===== config.mk =====
export PLATFORM = sky130hd
export DESIGN_NAME = plic_top
export DESIGN_NICKNAME = d
export VERILOG_FILES = /design/src/common/plic_irq_pkg.sv /design/src/common/plic_reg_pkg.sv /design/src/common/plic_ctx_if.sv /design/src/plic/plic_gateway.sv /design/src/plic/plic_regs.sv /design/src/plic/plic_target.sv /design/src/rtl/plic_top.sv
export VERILOG_INCLUDE_DIRS = /design/src /design/src/common
export SDC_FILE = /design/constraint.sdc
export NUM_CORES = 2
export LEC_CHECK = 0
export BUFFER_PORTS_ARGS = -buffer_cell sky130_fd_sc_hd__buf_4
export CAP_MARGIN = 20
export CORE_MARGIN = 3
export CORE_UTILIZATION = 30
export DETAILED_ROUTE_END_ITERATION = 12
export PLACE_DENSITY_LB_ADDON = 0.2
export SLEW_MARGIN = 10
export SYNTH_ARGS = -nofsm -noshare
export SYNTH_HDL_FRONTEND = slang
export SYNTH_SLANG_ARGS = --single-unit

===== constraint.sdc =====
create_clock -name i_clk -period 50.3 [get_ports i_clk]
set_input_delay 10.06 -clock i_clk [delete_from_list [all_inputs] [get_ports i_clk]]
set_output_delay 10.06 -clock i_clk [all_outputs]
set_load 0.02 [all_outputs]

===== src/common/plic_config.svh =====
// size settings shared by the PLIC RTL and its testbench
// sources count includes the unused source 0, so 31 real sources
// data width must be at least the source count (pending and enable are one word)

`ifndef PLIC_CONFIG_SVH
`define PLIC_CONFIG_SVH

// number of interrupt sources, source 0 tied off
`define PLIC_NUM_SRC 32

// number of target contexts
`define PLIC_NUM_CTX 4

// priority field width, 0 means never interrupt
`define PLIC_PRIO_W 4

`define PLIC_ADDR_W 22  // byte address
`define PLIC_DATA_W 32  // register bus word

`endif


===== src/common/plic_irq_pkg.sv =====
// interrupt-side types shared by gateway, targets and register file
// source id width follows the source count, which must be a power of two

`default_nettype none

`include "plic_config.svh"

package plic_irq_pkg;

    // one source priority
    typedef logic [`PLIC_PRIO_W-1:0] prio_t;

    // source number, 0 means no interrupt
    typedef logic [$clog2(`PLIC_NUM_SRC)-1:0] src_id_t;

    typedef logic [`PLIC_NUM_SRC-1:0] src_vec_t;  // one bit per source

    // priority of every source, indexed by source number
    typedef logic [`PLIC_NUM_SRC-1:0][`PLIC_PRIO_W-1:0] prio_arr_t;

endpackage

`default_nettype wire


===== src/common/plic_reg_pkg.sv =====
// register map of the PLIC bus slave
// every register is one 32-bit word at a word-aligned byte address

`default_nettype none

`include "plic_config.svh"

package plic_reg_pkg;

    typedef logic [`PLIC_ADDR_W-1:0] addr_t;

    // which register block an address falls in
    typedef enum logic [2:0] {
        REG_PRIO,
        REG_PEND,
        REG_ENABLE,
        REG_THRESH,
        REG_CLAIM,
        REG_NONE
    } plic_region_e;

    localparam addr_t PRIO_BASE     = 'h000000;
    localparam addr_t PRIO_STRIDE   = 'h4;       // per source
    localparam addr_t PEND_BASE     = 'h001000;  // read only
    localparam addr_t ENABLE_BASE   = 'h002000;
    localparam addr_t ENABLE_STRIDE = 'h80;      // per context
    localparam addr_t CTX_BASE      = 'h200000;
    localparam addr_t CTX_STRIDE    = 'h1000;    // per context
    localparam addr_t THRESH_OFS    = 'h0;       // inside a context block
    localparam addr_t CLAIM_OFS     = 'h4;       // claim on read, complete on write

endpackage

`default_nettype wire


===== src/common/plic_ctx_if.sv =====
// one target context: configuration from the register file, arbitration result back
// claim is a single-cycle strobe, id and ip are registered in the target

`timescale 1ns/1ps
`default_nettype none

interface plic_ctx_if import plic_irq_pkg::*; ();

    src_vec_t enable;     // per-source enable of this context
    prio_t    threshold;  // only priorities above this interrupt
    logic     claim;      // claim read accepted for this context

    src_id_t  id;         // best pending source, 0 if none
    logic     ip;         // interrupt line to the core

    modport regs (
        output enable,
        output threshold,
        output claim,
        input  id
    );

    modport target (
        input  enable,
        input  threshold,
        input  claim,
        output id,
        output ip
    );

endinterface

`default_nettype wire


===== src/plic/plic_gateway.sv =====
// level-sensitive gateway, a source pends while its request is high
// claim and complete ids come from the register file, one strobe per cycle
// source 0 never pends and is never taken into service

`timescale 1ns/1ps
`default_nettype none

`include "plic_config.svh"

module plic_gateway import plic_irq_pkg::*; (
    input  wire logic    i_clk,
    input  wire logic    i_nrst,
    input  wire src_vec_t  i_irq,
    input  wire prio_arr_t i_prio,
    input  wire logic    i_claim_valid,
    input  wire src_id_t i_claim_id,
    input  wire logic    i_complete_valid,
    input  wire src_id_t i_complete_id,
    output src_vec_t     o_pending
);

    src_vec_t pending_q;
    src_vec_t in_service_q;
    src_vec_t eligible;      // request high with nonzero priority
    src_vec_t claim_vec;     // one-hot of the claimed source
    src_vec_t complete_vec;  // one-hot of the completed source

    always_comb begin
        claim_vec    = '0;
        complete_vec = '0;
        if (i_claim_valid) begin
            claim_vec[i_claim_id] = 1'b1;
        end
        if (i_complete_valid) begin
            complete_vec[i_complete_id] = 1'b1;
        end
        for (int i = 0; i < `PLIC_NUM_SRC; i++) begin
            eligible[i] = i_irq[i] && (i_prio[i] != '0);
        end
        eligible[0] = 1'b0;  // tied off
    end

    always_ff @(posedge i_clk or negedge i_nrst) begin
        if (!i_nrst) begin
            pending_q    <= '0;
            in_service_q <= '0;
        end else begin
            // a claimed source leaves pending at the same edge it enters service
            pending_q    <= eligible & ~in_service_q & ~claim_vec;
            in_service_q <= (in_service_q | claim_vec) & ~complete_vec;
        end
    end

    assign o_pending = pending_q;

    // register file only claims a context's nonzero winner
    a_claim_not_zero: assert property (@(posedge i_clk) disable iff (!i_nrst)
        i_claim_valid |-> (i_claim_id != '0));

    a_pend_excl_service: assert property (@(posedge i_clk) disable iff (!i_nrst)
        (pending_q & in_service_q) == '0);

endmodule

`default_nettype wire


===== src/plic/plic_regs.sv =====
// register bus slave, no stall, read data one cycle after the request
// unmapped addresses read 0 and ignore writes, pending is read only
// claim and complete strobes are combinational from the request cycle

`timescale 1ns/1ps
`default_nettype none

`include "plic_config.svh"

module plic_regs import plic_irq_pkg::*, plic_reg_pkg::*; (
    input  wire logic                     i_clk,
    input  wire logic                     i_nrst,
    input  wire logic                     i_req_valid,
    input  wire logic                     i_req_write,
    input  wire logic [`PLIC_ADDR_W-1:0]  i_req_addr,
    input  wire logic [`PLIC_DATA_W-1:0]  i_req_wdata,
    output logic                          o_rvalid,
    output logic [`PLIC_DATA_W-1:0]       o_rdata,
    input  wire src_vec_t                 i_pending,
    output prio_arr_t                     o_prio,
    output logic                          o_claim_valid,
    output src_id_t                       o_claim_id,
    output logic                          o_complete_valid,
    output src_id_t                       o_complete_id,
    plic_ctx_if.regs                      ctx [`PLIC_NUM_CTX]
);

    localparam int DATA_W    = `PLIC_DATA_W;
    localparam int CTX_IDX_W = $clog2(`PLIC_NUM_CTX);

    // block sizes of the map
    localparam addr_t PRIO_SPAN   = addr_t'(`PLIC_NUM_SRC * PRIO_STRIDE);
    localparam addr_t ENABLE_SPAN = addr_t'(`PLIC_NUM_CTX * ENABLE_STRIDE);
    localparam addr_t CTX_SPAN    = addr_t'(`PLIC_NUM_CTX * CTX_STRIDE);

    typedef logic [CTX_IDX_W-1:0] ctx_idx_t;

    plic_region_e region;
    src_id_t      src_sel;
    ctx_idx_t     ctx_sel;
    addr_t        prio_ofs;
    addr_t        en_ofs;
    addr_t        ctx_ofs;
    addr_t        ctx_word;  // offset inside one context block
    logic         wr_en;
    logic         rd_en;
    src_id_t      cmp_id;

    prio_arr_t    prio_q;
    src_vec_t     enable_q [`PLIC_NUM_CTX];
    prio_t        thresh_q [`PLIC_NUM_CTX];
    src_id_t      ctx_id   [`PLIC_NUM_CTX];
    logic [DATA_W-1:0] rdata_d;
    logic [DATA_W-1:0] rdata_q;
    logic         rvalid_q;

    assign wr_en = i_req_valid && i_req_write;
    assign rd_en = i_req_valid && !i_req_write;

    // offsets wrap below a base, so one compare checks both ends
    assign prio_ofs = i_req_addr - PRIO_BASE;
    assign en_ofs   = i_req_addr - ENABLE_BASE;
    assign ctx_ofs  = i_req_addr - CTX_BASE;
    assign ctx_word = ctx_ofs % CTX_STRIDE;

    always_comb begin
        region  = REG_NONE;
        src_sel = '0;
        ctx_sel = '0;
        if ((prio_ofs < PRIO_SPAN) && ((prio_ofs % PRIO_STRIDE) == '0)) begin
            region  = REG_PRIO;
            src_sel = src_id_t'(prio_ofs / PRIO_STRIDE);
        end else if (i_req_addr == PEND_BASE) begin
            region = REG_PEND;
        end else if ((en_ofs < ENABLE_SPAN) && ((en_ofs % ENABLE_STRIDE) == '0)) begin
            region  = REG_ENABLE;
            ctx_sel = ctx_idx_t'(en_ofs / ENABLE_STRIDE);
        end else if (ctx_ofs < CTX_SPAN) begin
            ctx_sel = ctx_idx_t'(ctx_ofs / CTX_STRIDE);
            if (ctx_word == THRESH_OFS) begin
                region = REG_THRESH;
            end else if (ctx_word == CLAIM_OFS) begin
                region = REG_CLAIM;
            end
        end
    end

    // configuration storage
    always_ff @(posedge i_clk or negedge i_nrst) begin
        if (!i_nrst) begin
            prio_q <= '0;
            for (int c = 0; c < `PLIC_NUM_CTX; c++) begin
                enable_q[c] <= '0;
                thresh_q[c] <= '0;
            end
        end else if (wr_en) begin
            case (region)
                REG_PRIO: begin
                    if (src_sel != '0) begin  // source 0 stays at 0
                        prio_q[src_sel] <= i_req_wdata[`PLIC_PRIO_W-1:0];
                    end
                end
                REG_ENABLE: enable_q[ctx_sel] <= src_vec_t'(i_req_wdata);
                REG_THRESH: thresh_q[ctx_sel] <= i_req_wdata[`PLIC_PRIO_W-1:0];
                default: ;  // pending, complete and unmapped hold state here
            endcase
        end
    end

    always_comb begin
        case (region)
            REG_PRIO:   rdata_d = DATA_W'(prio_q[src_sel]);
            REG_PEND:   rdata_d = DATA_W'(i_pending);
            REG_ENABLE: rdata_d = DATA_W'(enable_q[ctx_sel]);
            REG_THRESH: rdata_d = DATA_W'(thresh_q[ctx_sel]);
            REG_CLAIM:  rdata_d = DATA_W'(ctx_id[ctx_sel]);
            default:    rdata_d = '0;
        endcase
    end

    always_ff @(posedge i_clk or negedge i_nrst) begin
        if (!i_nrst) begin
            rvalid_q <= 1'b0;
        end else begin
            rvalid_q <= rd_en;
        end
    end

    always_ff @(posedge i_clk) begin
        if (rd_en) begin
            rdata_q <= rdata_d;
        end
    end

    assign o_rvalid = rvalid_q;
    assign o_rdata  = rdata_q;
    assign o_prio   = prio_q;

    // claim returns the context winner, an empty claim changes nothing
    assign o_claim_id    = ctx_id[ctx_sel];
    assign o_claim_valid = rd_en && (region == REG_CLAIM) && (o_claim_id != '0);

    // complete only for a source this context may have claimed
    assign cmp_id           = src_id_t'(i_req_wdata);
    assign o_complete_id    = cmp_id;
    assign o_complete_valid = wr_en && (region == REG_CLAIM) && (cmp_id != '0)
                              && enable_q[ctx_sel][cmp_id];

    for (genvar c = 0; c < `PLIC_NUM_CTX; c++) begin : g_ctx
        assign ctx_id[c]        = ctx[c].id;
        assign ctx[c].enable    = enable_q[c];
        assign ctx[c].threshold = thresh_q[c];
        assign ctx[c].claim     = o_claim_valid && (ctx_sel == ctx_idx_t'(c));
    end

    a_rvalid_after_read: assert property (@(posedge i_clk) disable iff (!i_nrst)
        o_rvalid |-> $past(rd_en));

    a_claim_complete_excl: assert property (@(posedge i_clk) disable iff (!i_nrst)
        !(o_claim_valid && o_complete_valid));

endmodule

`default_nettype wire


===== src/plic/plic_target.sv =====
// arbitration for one context, result registered once
// highest priority above threshold wins, ties go to the lowest source number
// id and ip follow pending and config of the previous cycle, so a claimed
// source may still show for one cycle after the claim

`timescale 1ns/1ps
`default_nettype none

`include "plic_config.svh"

module plic_target import plic_irq_pkg::*; (
    input  wire logic      i_clk,
    input  wire logic      i_nrst,
    input  wire src_vec_t  i_pending,
    input  wire prio_arr_t i_prio,
    plic_ctx_if.target     ctx
);

    src_id_t best_id;
    prio_t   best_prio;
    src_id_t id_q;
    logic    ip_q;

    // linear scan, strict compare keeps the lower source on a tie
    always_comb begin
        best_id   = '0;
        best_prio = ctx.threshold;  // candidates must beat the threshold
        for (int i = 1; i < `PLIC_NUM_SRC; i++) begin
            if (i_pending[i] && ctx.enable[i] && (i_prio[i] > best_prio)) begin
                best_id   = src_id_t'(i);
                best_prio = i_prio[i];
            end
        end
    end

    always_ff @(posedge i_clk or negedge i_nrst) begin
        if (!i_nrst) begin
            id_q <= '0;
            ip_q <= 1'b0;
        end else begin
            id_q <= best_id;
            ip_q <= (best_id != '0);
        end
    end

    assign ctx.id = id_q;
    assign ctx.ip = ip_q;

    a_ip_matches_id: assert property (@(posedge i_clk) disable iff (!i_nrst)
        ctx.ip == (ctx.id != '0));

    // the winner was enabled when it was picked
    a_id_enabled: assert property (@(posedge i_clk) disable iff (!i_nrst)
        (ctx.id != '0) |-> |(($past(ctx.enable) >> ctx.id) & src_vec_t'(1)));

    // register file claims only while this context is interrupting
    a_claim_when_ip: assert property (@(posedge i_clk) disable iff (!i_nrst)
        ctx.claim |-> ctx.ip);

endmodule

`default_nettype wire


===== src/rtl/plic_top.sv =====
// PLIC top level, plain register bus in place of a system bus bridge
// requests never stall, reads return one cycle later with o_rvalid
// i_irq[0] is ignored, sources are level sensitive only

`timescale 1ns/1ps
`default_nettype none

`include "plic_config.svh"

module plic_top import plic_irq_pkg::*; (
    input  wire logic                    i_clk,
    input  wire logic                    i_nrst,
    input  wire src_vec_t                i_irq,
    input  wire logic                    i_req_valid,
    input  wire logic                    i_req_write,
    input  wire logic [`PLIC_ADDR_W-1:0] i_req_addr,
    input  wire logic [`PLIC_DATA_W-1:0] i_req_wdata,
    output logic                         o_rvalid,
    output logic [`PLIC_DATA_W-1:0]      o_rdata,
    output logic [`PLIC_NUM_CTX-1:0]     o_ip
);

    prio_arr_t prio;            // shared by gateway and all targets
    src_vec_t  pending;
    logic      claim_valid;
    src_id_t   claim_id;
    logic      complete_valid;
    src_id_t   complete_id;

    plic_ctx_if ctx_if [`PLIC_NUM_CTX] ();

    plic_gateway u_gateway (
        .i_clk            (i_clk),
        .i_nrst           (i_nrst),
        .i_irq            (i_irq),
        .i_prio           (prio),
        .i_claim_valid    (claim_valid),
        .i_claim_id       (claim_id),
        .i_complete_valid (complete_valid),
        .i_complete_id    (complete_id),
        .o_pending        (pending)
    );

    plic_regs u_regs (
        .i_clk            (i_clk),
        .i_nrst           (i_nrst),
        .i_req_valid      (i_req_valid),
        .i_req_write      (i_req_write),
        .i_req_addr       (i_req_addr),
        .i_req_wdata      (i_req_wdata),
        .o_rvalid         (o_rvalid),
        .o_rdata          (o_rdata),
        .i_pending        (pending),
        .o_prio           (prio),
        .o_claim_valid    (claim_valid),
        .o_claim_id       (claim_id),
        .o_complete_valid (complete_valid),
        .o_complete_id    (complete_id),
        .ctx              (ctx_if)
    );

    for (genvar g = 0; g < `PLIC_NUM_CTX; g++) begin : g_target
        plic_target u_target (
            .i_clk     (i_clk),
            .i_nrst    (i_nrst),
            .i_pending (pending),
            .i_prio    (prio),
            .ctx       (ctx_if[g])
        );

        assign o_ip[g] = ctx_if[g].ip;  // one line per context
    end

endmodule

`default_nettype wire

==> summary.md <==
| Metric | Value |
|---|---|
| Placed cell count | 7403 |
| Via count | 44900 |
| Endpoints failing hold | 0 |
| Row cnt | 141 |
| Status | completed |
| Final WL | 188 mm |
| Most Frequent Cell on Critical Path | ha_1 |
| Critical path data arrival time | 48.45 ns |
| Post-route antenna net violation count | 0 |
| FILL cells | 15400 |
| CP max FO | 10 |
| Crit path time final | 47.93 ns |
| HPWL Detailed | 141 mm |
| Die ar. | 0.154 mm^2 |
| Final Max Tran Viols | 0 |
| Fraction of registers with async set/reset | 91.8% |
| Worst-case clock buffer depth | 3 |
| Layout Cells excl Fill | 7614 |
| Crit path max-delay cell type | or4b_4 |
| Register area share after synthesis | 22.1% |
| Final setup violation count | 0 |
| PwrDens | 14.7 mW/mm^2 |
| Area grow syn2layout | 15.2% |
| Yosys cell types | 177 |
| Post-synth net total | 5807 |
| Avg Vias per Cell | 5.90 |
| Die width | 393 um |
| Max-slew headroom | 24.2% |
| Unrepaired setup endpoints after global routing | true |
| Worst Setup Start Kind | flop |
| Top cell type's share of synthesized area | 20.0% |
| First-pass GRT wire length | 273 mm |
| Synth warn | 0 |
| Share of post-route cells with drive strength above 1 | 23.6% |
| Reg clk slew, reported paths | 0.06 ns |
| Hold Crit Class | reg -> reg |
| IO Port Bufs | 125 |
| Ratio of final minimum period to clock period | 95.3% |
| Sink Count | 391 |
| Ys flop type | dfrtp_1 |
| Setup crit end kind | flop |
| CTS tree | built |
| Most common cell in the netlist | nand2_1 |
| Drt drc | 0 |
| Root Driver | clkbuf_16 |
| Max Clock Freq | 0.0209 GHz |
| DR WL/cell | 24.7 um |
| Post-synth EDFFs | 32 |
| Largest net degree at the start of global routing | 143 |
| CP max stage delay | 0.55 ns |
| Initial antenna violation count | 15 |
| Top cells by count, synth | 654 x nand2_1, 399 x nor2_1, 359 x dfrtp_1 |
| Pre-antenna DRT Iters | 9 |
| Post-Syn Area | 0.0449 mm^2 |
| Post-Route Skew | 0.0196 ns |
| Required @ worst endpoint | 50.82 ns |
| Mapped Cells | 5412 |
| Largest cells by area after synthesis | dfrtp_1 20%, ha_1 8.5%, mux2_2 7.4% |
| Leakage | 22.7 nW |
| Initial Util | 30.3% |
| Final Net Count | 6033 |
| Cts bufs inserted | 52 |
| Num ports | 127 |
| # Max-Cap Violations | 0 |
| Hold WS | 0.408 ns |
| Setup TNS | 0 ns |
| DRT iter0 DRCs | 4021 |
| Max IR drop VDD | 24.2 uV |
| Worst-Margin Slew | 1.13 ns |
| Depth of the CTS H-tree | 2 |
| Total track usage | 23.2% |
| Die H | 393 um |
| Grt ovf | 0 |
| Final RePlAce weighted congestion | 0.901 |
| Syn Area/Cell | 8.30 um^2 |
| Area leader, netlist | dfrtp_1 |
| Core area | 0.148 mm^2 |
| Clk Latency, worst-skew pair | 0.68 ns |
| Vias in the first global route | 41300 |
| Flip-flop and latch count after synthesis | 391 |
| Critical path class | reg -> reg |
-- critical path, delay by kind of cell (launching register included) --
family,cells,cell delay (ns)
mux,17,5.30
simple gates,82,12.56
buf+inv,17,1.71
flops,1,0.45
fa+ha+maj,32,9.37
compound gates,95,18.32
-- path summary, 6_finish.rpt --
kind	start	to	cells after the start	slack, ns
max	u_regs.o_prio[6]	g_target[2].u_target.ctx.ip	243	2.37
max reg2reg	u_regs.o_prio[6]	g_target[2].u_target.ctx.ip	243	2.37
min	u_regs.o_prio[0]	u_regs.o_prio[0]	0	0.41
min reg2reg	u_regs.o_prio[0]	u_regs.o_prio[0]	0	0.41
min in group asynchronous	i_nrst	u_gateway.o_pending[29]	1	9.44
max in group asynchronous	i_nrst	u_regs.ctx[1].enable[18]	2	39.39
-- sequential cells by signal, indices dropped and copies added (netlist names) --
name and cells:
g_target.u_target.ctx.id 20, g_target.u_target.ctx.ip 4, u_gateway.in_service_q 31, u_gateway.o_pending 31, u_regs.ctx.enable 128, u_regs.ctx.threshold 16
u_regs.o_prio 128, u_regs.o_rdata 32, u_regs.o_rvalid 1
-- metal layers --
metal / GRT usage [%] / vias to the layer above / part of all wire (%)
li1: - / 20900 / -
met2: 36.8 / 1540 / 44
met1: 32.9 / 22200 / 45
met5: 0 / - / 0.0064
met3: 3.25 / 237 / 7.0
met4: 6.14 / 2 / 3.0
-- placed cells by master (no fill, tap or decap), types with 45 or more instances in the layout --
| cell | n |
|---|---|
| mux2i_1 | 70 |
| o21a_1 | 50 |
| ha_1 | 299 |
| a21oi_1 | 284 |
| nand4_1 | 67 |
| buf_4 | 423 |
| clkbuf_16 | 52 |
| o2111ai_1 | 58 |
| o211ai_1 | 93 |
| a31oi_1 | 120 |
| and3_1 | 79 |
| nor3_1 | 67 |
| nor2_1 | 382 |
| a21o_1 | 45 |
| a211oi_1 | 58 |
| nand3_1 | 160 |
| o21ai_1 | 73 |
| xnor2_1 | 97 |
| mux2_2 | 295 |
| dfrtp_1 | 356 |
| o21ai_0 | 277 |
| inv_1 | 286 |
| nand2_1 | 646 |
| and2_1 | 83 |
-- stage by stage --
stage | worst slack [ns] | util, % | cell area [um^2] | power [mW]
2_1_floorplan | 5.17 | - | 44900 | 0.337
3_3_place_gp | 0.452 | 32.4 | 47900 | 0.360
3_5_place_dp | 0.135 | 32.4 | 47900 | 0.360
4_1_cts | 0.0984 | 33.6 | 49800 | 0.772
5_1_grt | -0.282 | 34.9 | 51700 | 0.785
6_report | 2.37 | 34.9 | 51700 | 0.762
-- kinds of logic after synthesis --
kind of cell | Yosys count | share of synthesized area (%)
buffers and inverters | 558 | 6.74
muxes | 434 | 11.4
AOI/OAI and AO/OA | 1701 | 27.7
xor gates and xnor gates | 102 | 2.01
DFF | 391 | 22.1
adders and majority gates | 334 | 9.16
and+or+nand+nor | 1892 | 20.9
-- what timing repair did --
item / 4_1_cts / 5_1_grt
cloned: 0 / 1
hold buffers: 0 / 0
setup buffers: 0 / 109
resized for setup: 1 / 243
pin swaps: 0 / 78
setup endpoints to repair: 1 / 24
-- power breakdown --
part | total [mW] | switching (mW) | leakage (nW) | internal, mW
Clock | 0.407 | 0.168 | 0.895 | 0.240
Combinational | 0.0324 | 0.0235 | 16.8 | 0.00881
Sequential | 0.322 | 0.00214 | 5.01 | 0.320
-- final cells by class --
cell class,instances,area (um^2),share of cell area [%]
multi-input cells,4464,33100,64.1
flip-flops and latches,391,9950,19.2
repair buffers,428,3260,6.29
well taps,1930,2410,4.67
clock buffers,75,1510,2.91
inverters,301,1150,2.22
clock inverters,22,313,0.605
diodes,3,7.51,0.0145
(Power assumes the default switching activity.)
